<file path="config.mk">
export PLATFORM = sky130hd
export DESIGN_NAME = procyon_biu
export DESIGN_NICKNAME = d
export VERILOG_FILES = /design/src/design/procyon_biu_pkg.sv /design/src/design/procyon_wb_if.sv /design/src/design/procyon_biu_req_if.sv /design/src/design/procyon_biu.sv /design/src/design/procyon_wb_sram.sv /design/src/design/procyon_biu_controller_wb.sv /design/src/design/procyon_biu_arbiter.sv
export SDC_FILE = /design/constraint.sdc
export NUM_CORES = 2
export LEC_CHECK = 0
export BUFFER_PORTS_ARGS = -buffer_cell sky130_fd_sc_hd__buf_2
export CAP_MARGIN = 20
export CORE_UTILIZATION = 40
export CTS_CLUSTER_SIZE = 20
export DETAILED_ROUTE_END_ITERATION = 6
export HOLD_SLACK_MARGIN = 0.05
export SLEW_MARGIN = 20
export SYNTH_ARGS = -nofsm -noshare
export SYNTH_HDL_FRONTEND = slang
export SYNTH_HIERARCHICAL = 1
export SYNTH_SLANG_ARGS = --single-unit
</file>
<file path="constraint.sdc">
create_clock -name i_wb_clk -period 8 [get_ports i_wb_clk]
set_input_delay 1.2 -clock i_wb_clk [delete_from_list [all_inputs] [get_ports i_wb_clk]]
set_output_delay 1.2 -clock i_wb_clk [all_outputs]
set_load 0.02 [all_outputs]
</file>
<file path="src/design/procyon_biu_pkg.sv">
//////////////////////////////
// Shared BIU request and Wishbone encodings
// A request is at most one 16 byte line
// Only the linear burst type is defined
//////////////////////////////

package procyon_biu_pkg;

    typedef enum logic [1:0] {
        BIU_FUNC_READ  = 2'b00,
        BIU_FUNC_WRITE = 2'b01,
        BIU_FUNC_RMW   = 2'b10
    } biu_func_e;

    // Encoded as log2 of the byte count
    typedef enum logic [2:0] {
        BIU_LEN_1B  = 3'b000,
        BIU_LEN_2B  = 3'b001,
        BIU_LEN_4B  = 3'b010,
        BIU_LEN_8B  = 3'b011,
        BIU_LEN_16B = 3'b100
    } biu_len_e;

    // Wishbone B4 cycle type identifiers
    typedef enum logic [2:0] {
        WB_CTI_CLASSIC      = 3'b000,
        WB_CTI_INCREMENTING = 3'b010,
        WB_CTI_END_OF_BURST = 3'b111
    } wb_cti_e;

    localparam logic [1:0] WB_BTE_LINEAR = 2'b00;
    localparam int BIU_LEN_MAX_SIZE = 16;

    function automatic int unsigned biu_len_bytes(biu_len_e len);
        return int'(1) << len;
    endfunction

endpackage
</file>
<file path="src/design/procyon_wb_if.sv">
//////////////////////////////
// Wishbone B4 master/slave bundle
// Registered feedback, linear bursts only
//////////////////////////////

interface procyon_wb_if #(
    parameter OPTN_WB_DATA_WIDTH = 16,
    parameter OPTN_ADDR_WIDTH    = 32
);

    localparam WB_DATA_SIZE = OPTN_WB_DATA_WIDTH / 8;

    logic                            cyc;
    logic                            stb;
    logic                            we;
    procyon_biu_pkg::wb_cti_e        cti;
    logic [1:0]                      bte;
    logic [WB_DATA_SIZE-1:0]         sel;
    logic [OPTN_ADDR_WIDTH-1:0]      addr;
    logic [OPTN_WB_DATA_WIDTH-1:0]   dat_w;
    logic                            ack;
    logic [OPTN_WB_DATA_WIDTH-1:0]   dat_r;

    modport master (output cyc, stb, we, cti, bte, sel, addr, dat_w, input ack, dat_r);
    modport slave (input cyc, stb, we, cti, bte, sel, addr, dat_w, output ack, dat_r);

endinterface

</file>
<file path="src/design/procyon_biu_req_if.sv">
//////////////////////////////
// One BIU request and its response
// Fields must stay stable until done
// done is a single cycle pulse
//////////////////////////////

interface procyon_biu_req_if #(
    parameter OPTN_BIU_DATA_SIZE = 16,
    parameter OPTN_ADDR_WIDTH    = 32
);

    localparam BIU_DATA_WIDTH = OPTN_BIU_DATA_SIZE * 8;

    logic                            en;
    procyon_biu_pkg::biu_func_e      func;
    procyon_biu_pkg::biu_len_e       len;
    logic [OPTN_BIU_DATA_SIZE-1:0]   sel;
    logic [OPTN_ADDR_WIDTH-1:0]      addr;
    logic [BIU_DATA_WIDTH-1:0]       wdata;
    logic                            done;
    logic [BIU_DATA_WIDTH-1:0]       rdata;

    modport requester (output en, func, len, sel, addr, wdata, input done, rdata);
    modport controller (input en, func, len, sel, addr, wdata, output done, rdata);

endinterface

</file>
<file path="src/design/procyon_biu.sv">
//////////////////////////////
// BIU top with two requester ports
// RAM slave is internal, no external bus
// p0 wins the first simultaneous request
//////////////////////////////

module procyon_biu #(
    parameter OPTN_BIU_DATA_SIZE = 16,
    parameter OPTN_WB_DATA_WIDTH = 16,
    parameter OPTN_ADDR_WIDTH    = 32,
    parameter OPTN_RAM_DEPTH     = 64,
    parameter BIU_DATA_WIDTH     = OPTN_BIU_DATA_SIZE * 8
)(
    input  logic                          i_wb_clk,
    input  logic                          i_rst,

    input  logic                          i_p0_en,
    input  procyon_biu_pkg::biu_func_e    i_p0_func,
    input  procyon_biu_pkg::biu_len_e     i_p0_len,
    input  logic [OPTN_BIU_DATA_SIZE-1:0] i_p0_sel,
    input  logic [OPTN_ADDR_WIDTH-1:0]    i_p0_addr,
    input  logic [BIU_DATA_WIDTH-1:0]     i_p0_data,
    output logic                          o_p0_done,
    output logic [BIU_DATA_WIDTH-1:0]     o_p0_data,

    input  logic                          i_p1_en,
    input  procyon_biu_pkg::biu_func_e    i_p1_func,
    input  procyon_biu_pkg::biu_len_e     i_p1_len,
    input  logic [OPTN_BIU_DATA_SIZE-1:0] i_p1_sel,
    input  logic [OPTN_ADDR_WIDTH-1:0]    i_p1_addr,
    input  logic [BIU_DATA_WIDTH-1:0]     i_p1_data,
    output logic                          o_p1_done,
    output logic [BIU_DATA_WIDTH-1:0]     o_p1_data
);

    procyon_biu_req_if #(
        .OPTN_BIU_DATA_SIZE(OPTN_BIU_DATA_SIZE),
        .OPTN_ADDR_WIDTH(OPTN_ADDR_WIDTH)
    ) p0_req (), p1_req (), ctrl_req ();

    procyon_wb_if #(
        .OPTN_WB_DATA_WIDTH(OPTN_WB_DATA_WIDTH),
        .OPTN_ADDR_WIDTH(OPTN_ADDR_WIDTH)
    ) wb_bus ();

    assign p0_req.en    = i_p0_en;
    assign p0_req.func  = i_p0_func;
    assign p0_req.len   = i_p0_len;
    assign p0_req.sel   = i_p0_sel;
    assign p0_req.addr  = i_p0_addr;
    assign p0_req.wdata = i_p0_data;
    assign o_p0_done    = p0_req.done;
    assign o_p0_data    = p0_req.rdata;

    assign p1_req.en    = i_p1_en;
    assign p1_req.func  = i_p1_func;
    assign p1_req.len   = i_p1_len;
    assign p1_req.sel   = i_p1_sel;
    assign p1_req.addr  = i_p1_addr;
    assign p1_req.wdata = i_p1_data;
    assign o_p1_done    = p1_req.done;
    assign o_p1_data    = p1_req.rdata;

    procyon_biu_arbiter biu_arbiter (
        .i_wb_clk(i_wb_clk),
        .i_rst(i_rst),
        .i_p0(p0_req.controller),
        .i_p1(p1_req.controller),
        .o_req(ctrl_req.requester)
    );

    procyon_biu_controller_wb #(
        .OPTN_BIU_DATA_SIZE(OPTN_BIU_DATA_SIZE),
        .OPTN_WB_DATA_WIDTH(OPTN_WB_DATA_WIDTH),
        .OPTN_ADDR_WIDTH(OPTN_ADDR_WIDTH)
    ) biu_controller (
        .i_wb_clk(i_wb_clk),
        .i_rst(i_rst),
        .i_req(ctrl_req.controller),
        .o_wb(wb_bus.master)
    );

    procyon_wb_sram #(
        .OPTN_WB_DATA_WIDTH(OPTN_WB_DATA_WIDTH),
        .OPTN_RAM_DEPTH(OPTN_RAM_DEPTH)
    ) wb_sram (
        .i_wb_clk(i_wb_clk),
        .i_rst(i_rst),
        .i_wb(wb_bus.slave)
    );

endmodule

</file>
<file path="src/design/procyon_wb_sram.sv">
//////////////////////////////
// Wishbone RAM slave, registered ack
// Word addressed, wraps at the depth
// Bursts run from an internal counter
//////////////////////////////

module procyon_wb_sram #(
    parameter OPTN_WB_DATA_WIDTH = 16,
    parameter OPTN_RAM_DEPTH     = 64
)(
    input  logic          i_wb_clk,
    input  logic          i_rst,
    procyon_wb_if.slave   i_wb
);

    localparam WB_DATA_SIZE   = OPTN_WB_DATA_WIDTH / 8;
    localparam WORD_OFFSET    = $clog2(WB_DATA_SIZE);
    localparam RAM_ADDR_WIDTH = $clog2(OPTN_RAM_DEPTH);

    logic [OPTN_WB_DATA_WIDTH-1:0] mem [0:OPTN_RAM_DEPTH-1];
    logic [OPTN_WB_DATA_WIDTH-1:0] dat_r_r;
    logic [RAM_ADDR_WIDTH-1:0]     start_addr;
    logic [RAM_ADDR_WIDTH-1:0]     beat_addr_r;
    logic [RAM_ADDR_WIDTH-1:0]     next_addr;
    logic                          burst_more;
    logic                          ack_r;

    assign start_addr = i_wb.addr[WORD_OFFSET +: RAM_ADDR_WIDTH];
    assign next_addr  = beat_addr_r + 1'b1;
    assign burst_more = (i_wb.cti == procyon_biu_pkg::WB_CTI_INCREMENTING) &&
                        (i_wb.bte == procyon_biu_pkg::WB_BTE_LINEAR);

    // First stb gets an ack next cycle, a burst keeps ack up
    always_ff @(posedge i_wb_clk) begin
        if (i_rst) begin
            ack_r <= 1'b0;
        end else begin
            ack_r <= i_wb.cyc & i_wb.stb & (~ack_r | burst_more);
        end
    end

    // Writes land on the completing edge, reads are fetched a cycle ahead
    always_ff @(posedge i_wb_clk) begin
        if (i_wb.cyc && i_wb.stb) begin
            if (!ack_r) begin
                beat_addr_r <= start_addr;
                dat_r_r     <= mem[start_addr];
            end else begin
                if (i_wb.we) begin
                    for (int i = 0; i < WB_DATA_SIZE; i++) begin
                        if (i_wb.sel[i]) begin
                            mem[beat_addr_r][i*8 +: 8] <= i_wb.dat_w[i*8 +: 8];
                        end
                    end
                end
                if (burst_more) begin
                    beat_addr_r <= next_addr;
                    dat_r_r     <= mem[next_addr];
                end
            end
        end
    end

    assign i_wb.ack   = ack_r;
    assign i_wb.dat_r = dat_r_r;

endmodule

</file>
<file path="src/design/procyon_biu_controller_wb.sv">
//////////////////////////////
// Wishbone bus master for BIU requests
// Master only, no error or retry
// Read/write use incrementing bursts,
// RMW uses classic cycles per word
// Addresses assumed word aligned
//////////////////////////////

module procyon_biu_controller_wb #(
    parameter OPTN_BIU_DATA_SIZE = 16,
    parameter OPTN_WB_DATA_WIDTH = 16,
    parameter OPTN_ADDR_WIDTH    = 32
)(
    input  logic                    i_wb_clk,
    input  logic                    i_rst,
    procyon_biu_req_if.controller   i_req,
    procyon_wb_if.master            o_wb
);

    localparam BIU_DATA_WIDTH = OPTN_BIU_DATA_SIZE * 8;
    localparam WB_DATA_SIZE   = OPTN_WB_DATA_WIDTH / 8;
    localparam LINE_WORDS     = BIU_DATA_WIDTH / OPTN_WB_DATA_WIDTH;
    localparam IDX_WIDTH      = LINE_WORDS > 1 ? $clog2(LINE_WORDS) : 1;
    localparam CNT_WIDTH      = $clog2(procyon_biu_pkg::BIU_LEN_MAX_SIZE / WB_DATA_SIZE) + 1;

    typedef enum logic [2:0] {
        IDLE       = 3'b000,
        SEND_REQ   = 3'b001,
        RMW_READ   = 3'b010,
        RMW_MODIFY = 3'b011,
        RMW_WRITE  = 3'b100,
        DONE       = 3'b101
    } state_e;

    state_e                        state_r;
    logic [CNT_WIDTH-1:0]          init_cnt;
    logic [CNT_WIDTH-1:0]          cnt_r;
    logic                          last_beat;
    logic [IDX_WIDTH-1:0]          idx_r;
    logic [IDX_WIDTH-1:0]          idx_nxt;
    logic                          done_r;
    logic [BIU_DATA_WIDTH-1:0]     biu_data_r;
    logic [WB_DATA_SIZE-1:0]       rmw_sel;
    logic [OPTN_WB_DATA_WIDTH-1:0] rmw_old;
    logic [OPTN_WB_DATA_WIDTH-1:0] rmw_new;
    logic [OPTN_WB_DATA_WIDTH-1:0] rmw_data;

    // Beats per request, at least one when the request is narrower than a word
    always_comb begin
        init_cnt = CNT_WIDTH'(procyon_biu_pkg::biu_len_bytes(i_req.len) / WB_DATA_SIZE);
        if (init_cnt == '0) begin
            init_cnt = CNT_WIDTH'(1);
        end
    end

    assign last_beat = (cnt_r == CNT_WIDTH'(1));
    assign idx_nxt   = idx_r + 1'b1;

    // Merge requested bytes over the word that was read
    assign rmw_sel = i_req.sel[idx_r*WB_DATA_SIZE +: WB_DATA_SIZE];
    assign rmw_old = biu_data_r[idx_r*OPTN_WB_DATA_WIDTH +: OPTN_WB_DATA_WIDTH];
    assign rmw_new = i_req.wdata[idx_r*OPTN_WB_DATA_WIDTH +: OPTN_WB_DATA_WIDTH];

    always_comb begin
        for (int i = 0; i < WB_DATA_SIZE; i++) begin
            rmw_data[i*8 +: 8] = rmw_sel[i] ? rmw_new[i*8 +: 8] : rmw_old[i*8 +: 8];
        end
    end

    // Control FSM and bus strobes
    always_ff @(posedge i_wb_clk) begin
        if (i_rst) begin
            state_r  <= IDLE;
            o_wb.cyc <= 1'b0;
            o_wb.stb <= 1'b0;
            o_wb.we  <= 1'b0;
            done_r   <= 1'b0;
        end else begin
            case (state_r)
                IDLE: begin
                    if (i_req.en) begin
                        o_wb.cyc <= 1'b1;
                        o_wb.stb <= 1'b1;
                        o_wb.we  <= (i_req.func == procyon_biu_pkg::BIU_FUNC_WRITE);
                        state_r  <= (i_req.func == procyon_biu_pkg::BIU_FUNC_RMW) ?
                                    RMW_READ : SEND_REQ;
                    end
                end
                SEND_REQ: begin
                    if (o_wb.ack && last_beat) begin
                        o_wb.cyc <= 1'b0;
                        o_wb.stb <= 1'b0;
                        o_wb.we  <= 1'b0;
                        done_r   <= 1'b1;
                        state_r  <= DONE;
                    end
                end
                RMW_READ: begin
                    if (o_wb.ack) begin
                        o_wb.stb <= 1'b0;
                        state_r  <= RMW_MODIFY;
                    end
                end
                RMW_MODIFY: begin
                    o_wb.stb <= 1'b1;
                    o_wb.we  <= 1'b1;
                    state_r  <= RMW_WRITE;
                end
                RMW_WRITE: begin
                    if (o_wb.ack) begin
                        o_wb.we <= 1'b0;
                        if (last_beat) begin
                            o_wb.cyc <= 1'b0;
                            o_wb.stb <= 1'b0;
                            done_r   <= 1'b1;
                            state_r  <= DONE;
                        end else begin
                            state_r <= RMW_READ;
                        end
                    end
                end
                DONE: begin
                    done_r  <= 1'b0;
                    state_r <= IDLE;
                end
                default: state_r <= IDLE;
            endcase
        end
    end

    // Address, data and beat bookkeeping, only moves on ack
    always_ff @(posedge i_wb_clk) begin
        case (state_r)
            IDLE: begin
                if (i_req.en) begin
                    if (i_req.func == procyon_biu_pkg::BIU_FUNC_RMW) begin
                        o_wb.cti <= procyon_biu_pkg::WB_CTI_CLASSIC;
                        o_wb.sel <= '1;
                    end else begin
                        o_wb.cti <= (init_cnt == CNT_WIDTH'(1)) ?
                                    procyon_biu_pkg::WB_CTI_END_OF_BURST :
                                    procyon_biu_pkg::WB_CTI_INCREMENTING;
                        o_wb.sel <= i_req.sel[0 +: WB_DATA_SIZE];
                    end
                    o_wb.bte   <= procyon_biu_pkg::WB_BTE_LINEAR;
                    o_wb.addr  <= i_req.addr;
                    o_wb.dat_w <= i_req.wdata[0 +: OPTN_WB_DATA_WIDTH];
                    idx_r      <= '0;
                    cnt_r      <= init_cnt;
                    biu_data_r <= '0;
                end
            end
            SEND_REQ: begin
                if (o_wb.ack) begin
                    if (!o_wb.we) begin
                        biu_data_r[idx_r*OPTN_WB_DATA_WIDTH +: OPTN_WB_DATA_WIDTH] <= o_wb.dat_r;
                    end
                    if (cnt_r == CNT_WIDTH'(2)) begin
                        o_wb.cti <= procyon_biu_pkg::WB_CTI_END_OF_BURST;
                    end
                    o_wb.sel   <= i_req.sel[idx_nxt*WB_DATA_SIZE +: WB_DATA_SIZE];
                    o_wb.dat_w <= i_req.wdata[idx_nxt*OPTN_WB_DATA_WIDTH +: OPTN_WB_DATA_WIDTH];
                    o_wb.addr  <= o_wb.addr + OPTN_ADDR_WIDTH'(WB_DATA_SIZE);
                    idx_r      <= idx_nxt;
                    cnt_r      <= cnt_r - 1'b1;
                end
            end
            RMW_READ: begin
                if (o_wb.ack) begin
                    biu_data_r[idx_r*OPTN_WB_DATA_WIDTH +: OPTN_WB_DATA_WIDTH] <= o_wb.dat_r;
                end
            end
            RMW_MODIFY: o_wb.dat_w <= rmw_data;
            RMW_WRITE: begin
                if (o_wb.ack) begin
                    o_wb.addr <= o_wb.addr + OPTN_ADDR_WIDTH'(WB_DATA_SIZE);
                    idx_r     <= idx_nxt;
                    cnt_r     <= cnt_r - 1'b1;
                end
            end
            default: ;
        endcase
    end

    assign i_req.done  = done_r;
    assign i_req.rdata = biu_data_r;

endmodule

</file>
<file path="src/design/procyon_biu_arbiter.sv">
//////////////////////////////
// Two port round-robin BIU arbiter
// Grant is held until the bus master
// reports done; p0 wins the first tie
//////////////////////////////

module procyon_biu_arbiter (
    input  logic                    i_wb_clk,
    input  logic                    i_rst,
    procyon_biu_req_if.controller   i_p0,
    procyon_biu_req_if.controller   i_p1,
    procyon_biu_req_if.requester    o_req
);

    logic       busy_r;
    logic [1:0] grant_r;
    logic       last_r;
    logic       grant_sel;
    logic       route_p1;
    logic       owner_p1;

    // Pick a port while free, the other one wins a tie
    always_comb begin
        if (i_p0.en && i_p1.en) begin
            grant_sel = ~last_r;
        end else begin
            grant_sel = i_p1.en;
        end
    end

    assign route_p1 = busy_r ? grant_r[1] : grant_sel;

    always_ff @(posedge i_wb_clk) begin
        if (i_rst) begin
            busy_r  <= 1'b0;
            grant_r <= 2'b00;
            last_r  <= 1'b1;
        end else if (!busy_r && o_req.en) begin
            busy_r  <= 1'b1;
            grant_r <= {grant_sel, ~grant_sel};
        end else if (busy_r && o_req.done) begin
            busy_r  <= 1'b0;
            grant_r <= 2'b00;
            last_r  <= grant_r[1];
        end
    end

    assign o_req.en    = route_p1 ? i_p1.en    : i_p0.en;
    assign o_req.func  = route_p1 ? i_p1.func  : i_p0.func;
    assign o_req.len   = route_p1 ? i_p1.len   : i_p0.len;
    assign o_req.sel   = route_p1 ? i_p1.sel   : i_p0.sel;
    assign o_req.addr  = route_p1 ? i_p1.addr  : i_p0.addr;
    assign o_req.wdata = route_p1 ? i_p1.wdata : i_p0.wdata;

    // Response stays with the last served port until the next grant
    assign owner_p1 = busy_r ? grant_r[1] : last_r;

    assign i_p0.done  = o_req.done & grant_r[0];
    assign i_p1.done  = o_req.done & grant_r[1];
    assign i_p0.rdata = owner_p1 ? '0 : o_req.rdata;
    assign i_p1.rdata = owner_p1 ? o_req.rdata : '0;

endmodule

</file>
Word level (Yosys, flattened, before mapping)
Memory sizes are Yosys's and may differ from the RTL's. A register that Yosys moved wholly into a read port is not among the register bits.
Index checks and enable logic that the tools add are counted.
{"block": "op_classes", "addsub": 5, "n_eq_ne": 21, "shift": 8, "muxes": 81, "bitwise_logic": 9, "reduce_logical": 30}
{"op": "$mux 128", "count": 7}
{"op": "$pmux 128 s3", "count": 1}
{"op": "$shiftx 128x8->16", "count": 3}
{"op": "$bwmux 128", "count": 1}
{"op": "$shift 16x34->128 const A", "count": 1}
{"op": "$shiftx 16x34->128", "count": 1}
{"op": "$mux 32", "count": 3}
{"op": "$mux 16", "count": 5}
{"op": "$pmux 32 s2", "count": 1}
{"op": "$pmux 16 s3", "count": 1}
{"op": "$mux 3", "count": 13}
{"op": "$neg 7->34", "count": 1}
{"op": "$add 32x2->32 const B", "count": 1}
{"op": "$shiftx 16x5->2", "count": 2}
{"op": "$mux 1", "count": 25}
{"op": "$mux 6", "count": 3}
{"op": "$mux 8", "count": 2}
{"op": "$ne 2x1->1 const B", "count": 8}
{"op": "$reduce_and 4->1", "count": 4}
{"op": "$pmux 3 s5", "count": 1}
{"op": "$mux 2", "count": 7}
{"op": "$mux 4", "count": 3}
{"op": "$pmux 3 s2", "count": 2}
{"op": "$reduce_bool 3->1", "count": 4}
{"op": "32 further kinds", "count": 54}
{"block": "totals", "regBits": 222, "ramBits": 1024, "in_bits": 366, "output_inout_bits": 258, "wordCells": 173, "n_memories": 1}
{"name": "wb_sram.mem", "words": 64, "width": 16, "rd": 2, "rd_clocked_by_memory_dff": 1, "write_ports": 1, "line": "procyon_wb_sram.sv:20", "rtl": "logic [OPTN_WB_DATA_WIDTH-1:0] mem [0:OPTN_RAM_DEPTH-1];"}

Depth between registers and ports, before layout
{"block": "depth", "ltp_word": 12, "ltp_mapped": 12, "mapped_depth_nobuf": 8}

Modules after synthesis
The synthesis kept the hierarchy.
{"mod": "procyon_wb_sram", "n_inst": 1, "cells_per_inst": 2477, "area_per_inst_um2": 48447.7, "seq_area_each_um2": 31430.1}
{"mod": "procyon_biu_controller_wb", "n_inst": 1, "cells_per_inst": 1157, "area_per_inst_um2": 12959.9, "seq_area_each_um2": 5755.5}
{"mod": "procyon_biu_arbiter", "n_inst": 1, "cells_per_inst": 512, "area_per_inst_um2": 4530.6, "seq_area_each_um2": 80.1}

Worst setup path before layout
OpenSTA, ideal clock, no wires.
{"block": "synth_path", "kind": "input to register", "from": "in i_p1_en", "to": "reg biu_controller.biu_data_r[0], in the netlist biu_controller/i_req.rdata[0], enable pin", "setup_ns": 0.617, "t_arrival_ns": 7.153, "required_time_ns": 7.383, "slack_ns": 0.230, "cell_stages": 5, "n_path_buf": 0, "path_cell_list": "mux2i_1 a21oi_1 mux2i_1 o32a_1 nor2_1"}
{"block": "synth_via", "elab_chain_len": 6}
{"element": "start, declared", "line": "procyon_biu.sv:26", "rtl": "input logic i_p1_en,"}
{"element": "$logic_and 1x1->1", "line": "procyon_biu_arbiter.sv:24", "rtl": "if (i_p0.en && i_p1.en) begin"}
{"element": "$mux 1", "line": "procyon_biu_arbiter.sv:24"}
{"element": "$mux 1", "line": "procyon_biu_arbiter.sv:31", "rtl": "assign route_p1 = busy_r ? grant_r[1] : grant_sel;"}
{"element": "$mux 1 *", "line": "procyon_biu_arbiter.sv:48", "rtl": "assign o_req.en = route_p1 ? i_p1.en : i_p0.en;"}
{"element": "via ctrl_req.en", "line": "procyon_biu_req_if.sv:14", "rtl": "logic en;"}
{"element": "$ne 2x2->1 (no line) *"}
{"element": "$reduce_and 5->1 (no line) *"}
{"element": "end signal, assigned by index", "line": "procyon_biu_controller_wb.sv:156", "rtl": "biu_data_r[idx_r*OPTN_WB_DATA_WIDTH +: OPTN_WB_DATA_WIDTH] <= o_wb.dat_r;"}
{"element": "end signal, assigned by index", "line": "procyon_biu_controller_wb.sv:170", "rtl": "biu_data_r[idx_r*OPTN_WB_DATA_WIDTH +: OPTN_WB_DATA_WIDTH] <= o_wb.dat_r;"}
{"element": "end, declared", "line": "procyon_biu_controller_wb.sv:42", "rtl": "logic [BIU_DATA_WIDTH-1:0] biu_data_r;"}
Mark *: on every way through the listed nets, which the timed path passes. The rest lies on a longest branch.
A chain may end at the register's enable or synchronous reset.

Worst setup path after layout
{"block": "layout_path", "from": "reg wb_sram.beat_addr_r[0]", "to": "reg wb_sram.dat_r_r[12], in the netlist wb_sram/i_wb.dat_r[12] (data pin)"}
{"block": "layout_via", "elab_chain_len": 4}
{"element": "start, declared", "line": "procyon_wb_sram.sv:23", "rtl": "logic [RAM_ADDR_WIDTH-1:0] beat_addr_r;"}
{"element": "start signal, assigned", "line": "procyon_wb_sram.sv:46", "rtl": "beat_addr_r <= start_addr;"}
{"element": "start signal, assigned", "line": "procyon_wb_sram.sv:57", "rtl": "beat_addr_r <= next_addr;"}
{"element": "$add 6x1->6", "line": "procyon_wb_sram.sv:29", "rtl": "assign next_addr = beat_addr_r + 1'b1;"}
{"element": "$mem_v2 64x16"}
{"element": "$mux 16", "line": "procyon_wb_sram.sv:56", "rtl": "if (burst_more) begin"}
{"element": "$mux 16", "line": "procyon_wb_sram.sv:45", "rtl": "if (!ack_r) begin"}
{"element": "end signal, assigned", "line": "procyon_wb_sram.sv:47", "rtl": "dat_r_r <= mem[start_addr];"}
{"element": "end signal, assigned", "line": "procyon_wb_sram.sv:58", "rtl": "dat_r_r <= mem[next_addr];"}
{"element": "end, declared", "line": "procyon_wb_sram.sv:21", "rtl": "logic [OPTN_WB_DATA_WIDTH-1:0] dat_r_r;"}
No other way between the ends. The select of a mux whose other input is x is not followed.

==> results.sh <==
export IMPL_die_w_um=402
export IMPL_hold_class="register to register"
export IMPL_r2r_cells=7
export IMPL_critPathLaunchType="register"
export IMPL_routed_via_density=6.29
export IMPL_hold_ws_ns=0.485
export IMPL_ctsHoldBuffers=0
export IMPL_layout_cells_non_filler=6571
export IMPL_timing_rr_start="wb_sram/beat_addr_r[0]$_DFFE_PP_"
export IMPL_holdPathEnd="biu_arbiter/grant_r[0]$_SDFFE_PP0P_"
export IMPL_totalNegativeSetupSlack_ns=0
export IMPL_rsz0062_at_grt="false"
export IMPL_synthCells=3960
export IMPL_min_period_ns=5.02
export IMPL_worstSkewPairLatency_ns=0.77
export IMPL_ctsResizeCount=0
export IMPL_min_path_cells=2
export IMPL_syn_to_final_growth_pct=13.8
export IMPL_multiInputGateArea_sq_mm=0.0259
export IMPL_switching_share_pct=36.2
export IMPL_clock_sinks=1219
export IMPL_clk_pin_slew_ns=0.06
export IMPL_crit_fanout=138
export IMPL_pre_cts_slack_ns=3.17
export IMPL_ff_latch_area_sq_mm=0.0365
export IMPL_globalRouteTotalUtil_pct=26.5
export IMPL_overflow=0
export IMPL_num_vias=41350
export IMPL_p_leak_nw=24.7
export IMPL_drv_cap=0
export IMPL_hold_start="biu_arbiter/grant_r[0]$_SDFFE_PP0P_"
export IMPL_worst_pin_slew_ns=1.18
export IMPL_endpoint_kind="register"
export IMPL_gp_congestion=0.931
export IMPL_max_freq_mhz=199
export IMPL_p_sw_mw=8.63
export IMPL_placed_area_sq_mm=0.0686
export IMPL_clockRootBuffer="clkbuf_16"
export IMPL_drc=0
export IMPL_power_density_mw_per_mm2=327
export IMPL_rows=146
export IMPL_timing_slew_headroom_pct=21.0
export IMPL_die_y_um=402
export IMPL_ir_drop_uv=219
export IMPL_grt_max_degree=256
export IMPL_cpPeakStageDelay_ns=1.03
export IMPL_io_buffers=571
export IMPL_synth_warnings=6
export IMPL_fin_crit_sh_pct=62.7
export IMPL_skew_ns=0.0271
export IMPL_core_area_sq_mm=0.159
export IMPL_cts_buffers=131
export IMPL_cpMaxStageDelayCell="ha_4"
export IMPL_critPathKind="register to register"
export IMPL_dp_cells=6309
export IMPL_worst_slack_ns=2.98
export IMPL_hpwl_mm=145
export IMPL_slew_violations=0
export IMPL_netlist_area_sq_mm=0.0641
export IMPL_outcome="completed"
export IMPL_setup_viol=0
export IMPL_die_area_sq_mm=0.162
export IMPL_finalWirelength_mm=218
export IMPL_grt_pass1_wl_mm=305
export IMPL_p_seq_share_pct=37.3
export IMPL_wl_per_cell_um=33.2
export IMPL_drtIter0Drc=5529
export IMPL_critPathBufInv=2
export IMPL_report_power_total_mw=23.9
export IMPL_first_global_vias=40093
export IMPL_post_route_cells_drive_above_1_share_pct=38.0
export IMPL_combinationalPowerShare_pct=36.8
export IMPL_firstDrtPassIters=5
export IMPL_ios=624
export IMPL_fillers=13731
export IMPL_antenna_found_initial=44
export IMPL_synth_area_per_cell_sq_um=16.2
export IMPL_cp_top_family="multiplexers"
export IMPL_crit_chain="buf_12 -> ha_4 -> buf_12 -> mux4_2 -> mux4_2 -> a22oi_1 -> o211ai_1"
export IMPL_cts_buffer_depth=3
export IMPL_tritoncts="done"
export IMPL_final_core_util_pct=46.0
export IMPL_htree_levels=4
export IMPL_hold_viol=0
export IMPL_cp_arrival_ns=5.43
export IMPL_critical_path_required_ns=8.41
export IMPL_r2r_end="wb_sram/i_wb.dat_r[12]$_DFFE_PP_"
export IMPL_r2r_setup_slack_ns=2.98
export IMPL_post_cts_buffers=0
export IMPL_internal_power_mw=15.2
export IMPL_final_cell_area_sq_mm=0.0730
export IMPL_initial_core_util_pct=40.4
export IMPL_p_clk_share_pct=25.9
export IMPL_num_nets_final=4748
export IMPL_ant_nets=0
power groups by stage:
stage                     sequential [mW]  clock (mW)  combinational [mW]
after floorplan                      8.95           0                5.58
after global placement               8.99           0                8.65
after detailed placement             9.00           0                8.72
after CTS                            8.87        6.27                8.73
after global routing                 8.91        6.50                9.22
final                                8.90        6.18                8.78
per-layer routing:
metal	GRT usage (%)	share of wire (%)	vias up
met5	0	0.047	-
li1	-	-	16928
met4	13.3	5.5	14
met1	34.6	37	21434
met3	6.28	9.9	415
met2	41.7	47	2559
state kept, by name (all words and copies together) (netlist names):
register,cells
wb_sram/mem,1024
biu_controller/o_wb.we,1
biu_controller/state_r,3
biu_controller/o_wb.sel,2
biu_arbiter/last_r,1
wb_sram/i_wb.dat_r,16
biu_controller/o_wb.addr,6
wb_sram/i_wb.ack,1
biu_controller/o_wb.stb,1
biu_controller/cnt_r,4
biu_controller/o_wb.cyc,1
biu_controller/idx_r,3
biu_controller/o_wb.cti,2
wb_sram/beat_addr_r,6
biu_arbiter/busy_r,1
biu_controller/o_wb.dat_w,16
biu_arbiter/grant_r,2
biu_controller/i_req.rdata,128
biu_controller/i_req.done,1
worst max path at each step:
stage / start / to / slack, ns / cells past startpoint
after floorplan: i_p1_en / biu_controller/i_req.rdata[0]$_SDFFCE_PP0P_ / 0.23 / 5
after global placement: wb_sram/beat_addr_r[0]$_DFFE_PP_ / wb_sram/i_wb.dat_r[11]$_DFFE_PP_ / 3.19 / 7
after detailed placement: wb_sram/beat_addr_r[0]$_DFFE_PP_ / wb_sram/i_wb.dat_r[11]$_DFFE_PP_ / 3.17 / 7
after CTS: wb_sram/beat_addr_r[0]$_DFFE_PP_ / wb_sram/i_wb.dat_r[11]$_DFFE_PP_ / 3.18 / 7
after global routing: wb_sram/beat_addr_r[0]$_DFFE_PP_ / wb_sram/i_wb.dat_r[12]$_DFFE_PP_ / 2.95 / 7
final: wb_sram/beat_addr_r[0]$_DFFE_PP_ / wb_sram/i_wb.dat_r[12]$_DFFE_PP_ / 2.98 / 7
cells in the final DEF (no fill, tap or decap), drive strengths merged, types with 11 or more instances in the layout:
| cell type | n |
|---|---|
| a211oi | 38 |
| a21boi | 17 |
| a21oi | 117 |
| a22o | 17 |
| a22oi | 194 |
| a31oi | 18 |
| and2 | 159 |
| buf | 641 |
| bufinv | 16 |
| clkbuf | 160 |
| clkinv | 43 |
| dfxtp | 12 |
| diode | 28 |
| edfxtp | 1207 |
| ha | 12 |
| inv | 26 |
| mux2 | 206 |
| mux2i | 21 |
| mux4 | 648 |
| nand2 | 271 |
| nand3 | 124 |
| nor2 | 243 |
| nor2b | 141 |
| nor3 | 11 |
| o2111ai | 17 |
| o211ai | 16 |
| o21ai | 17 |
| or3 | 15 |
tightest hold or removal path, stage by stage (launching register included):
cell      delay [ns]
dfxtp_1         0.31
nand3b_1        0.08
a21oi_1         0.05
cell type report:
class / instances / share of cell area, %
antenna: 28 / 0.0960
tap: 2072 / 3.55
sequential: 1219 / 50.0
timing repair buffer: 641 / 4.83
clock inverter: 74 / 1.15
inverter: 16 / 0.0823
multi-input combinational: 2361 / 35.5
clock buffer: 160 / 4.76
Power figures use the tool's default switching activity.
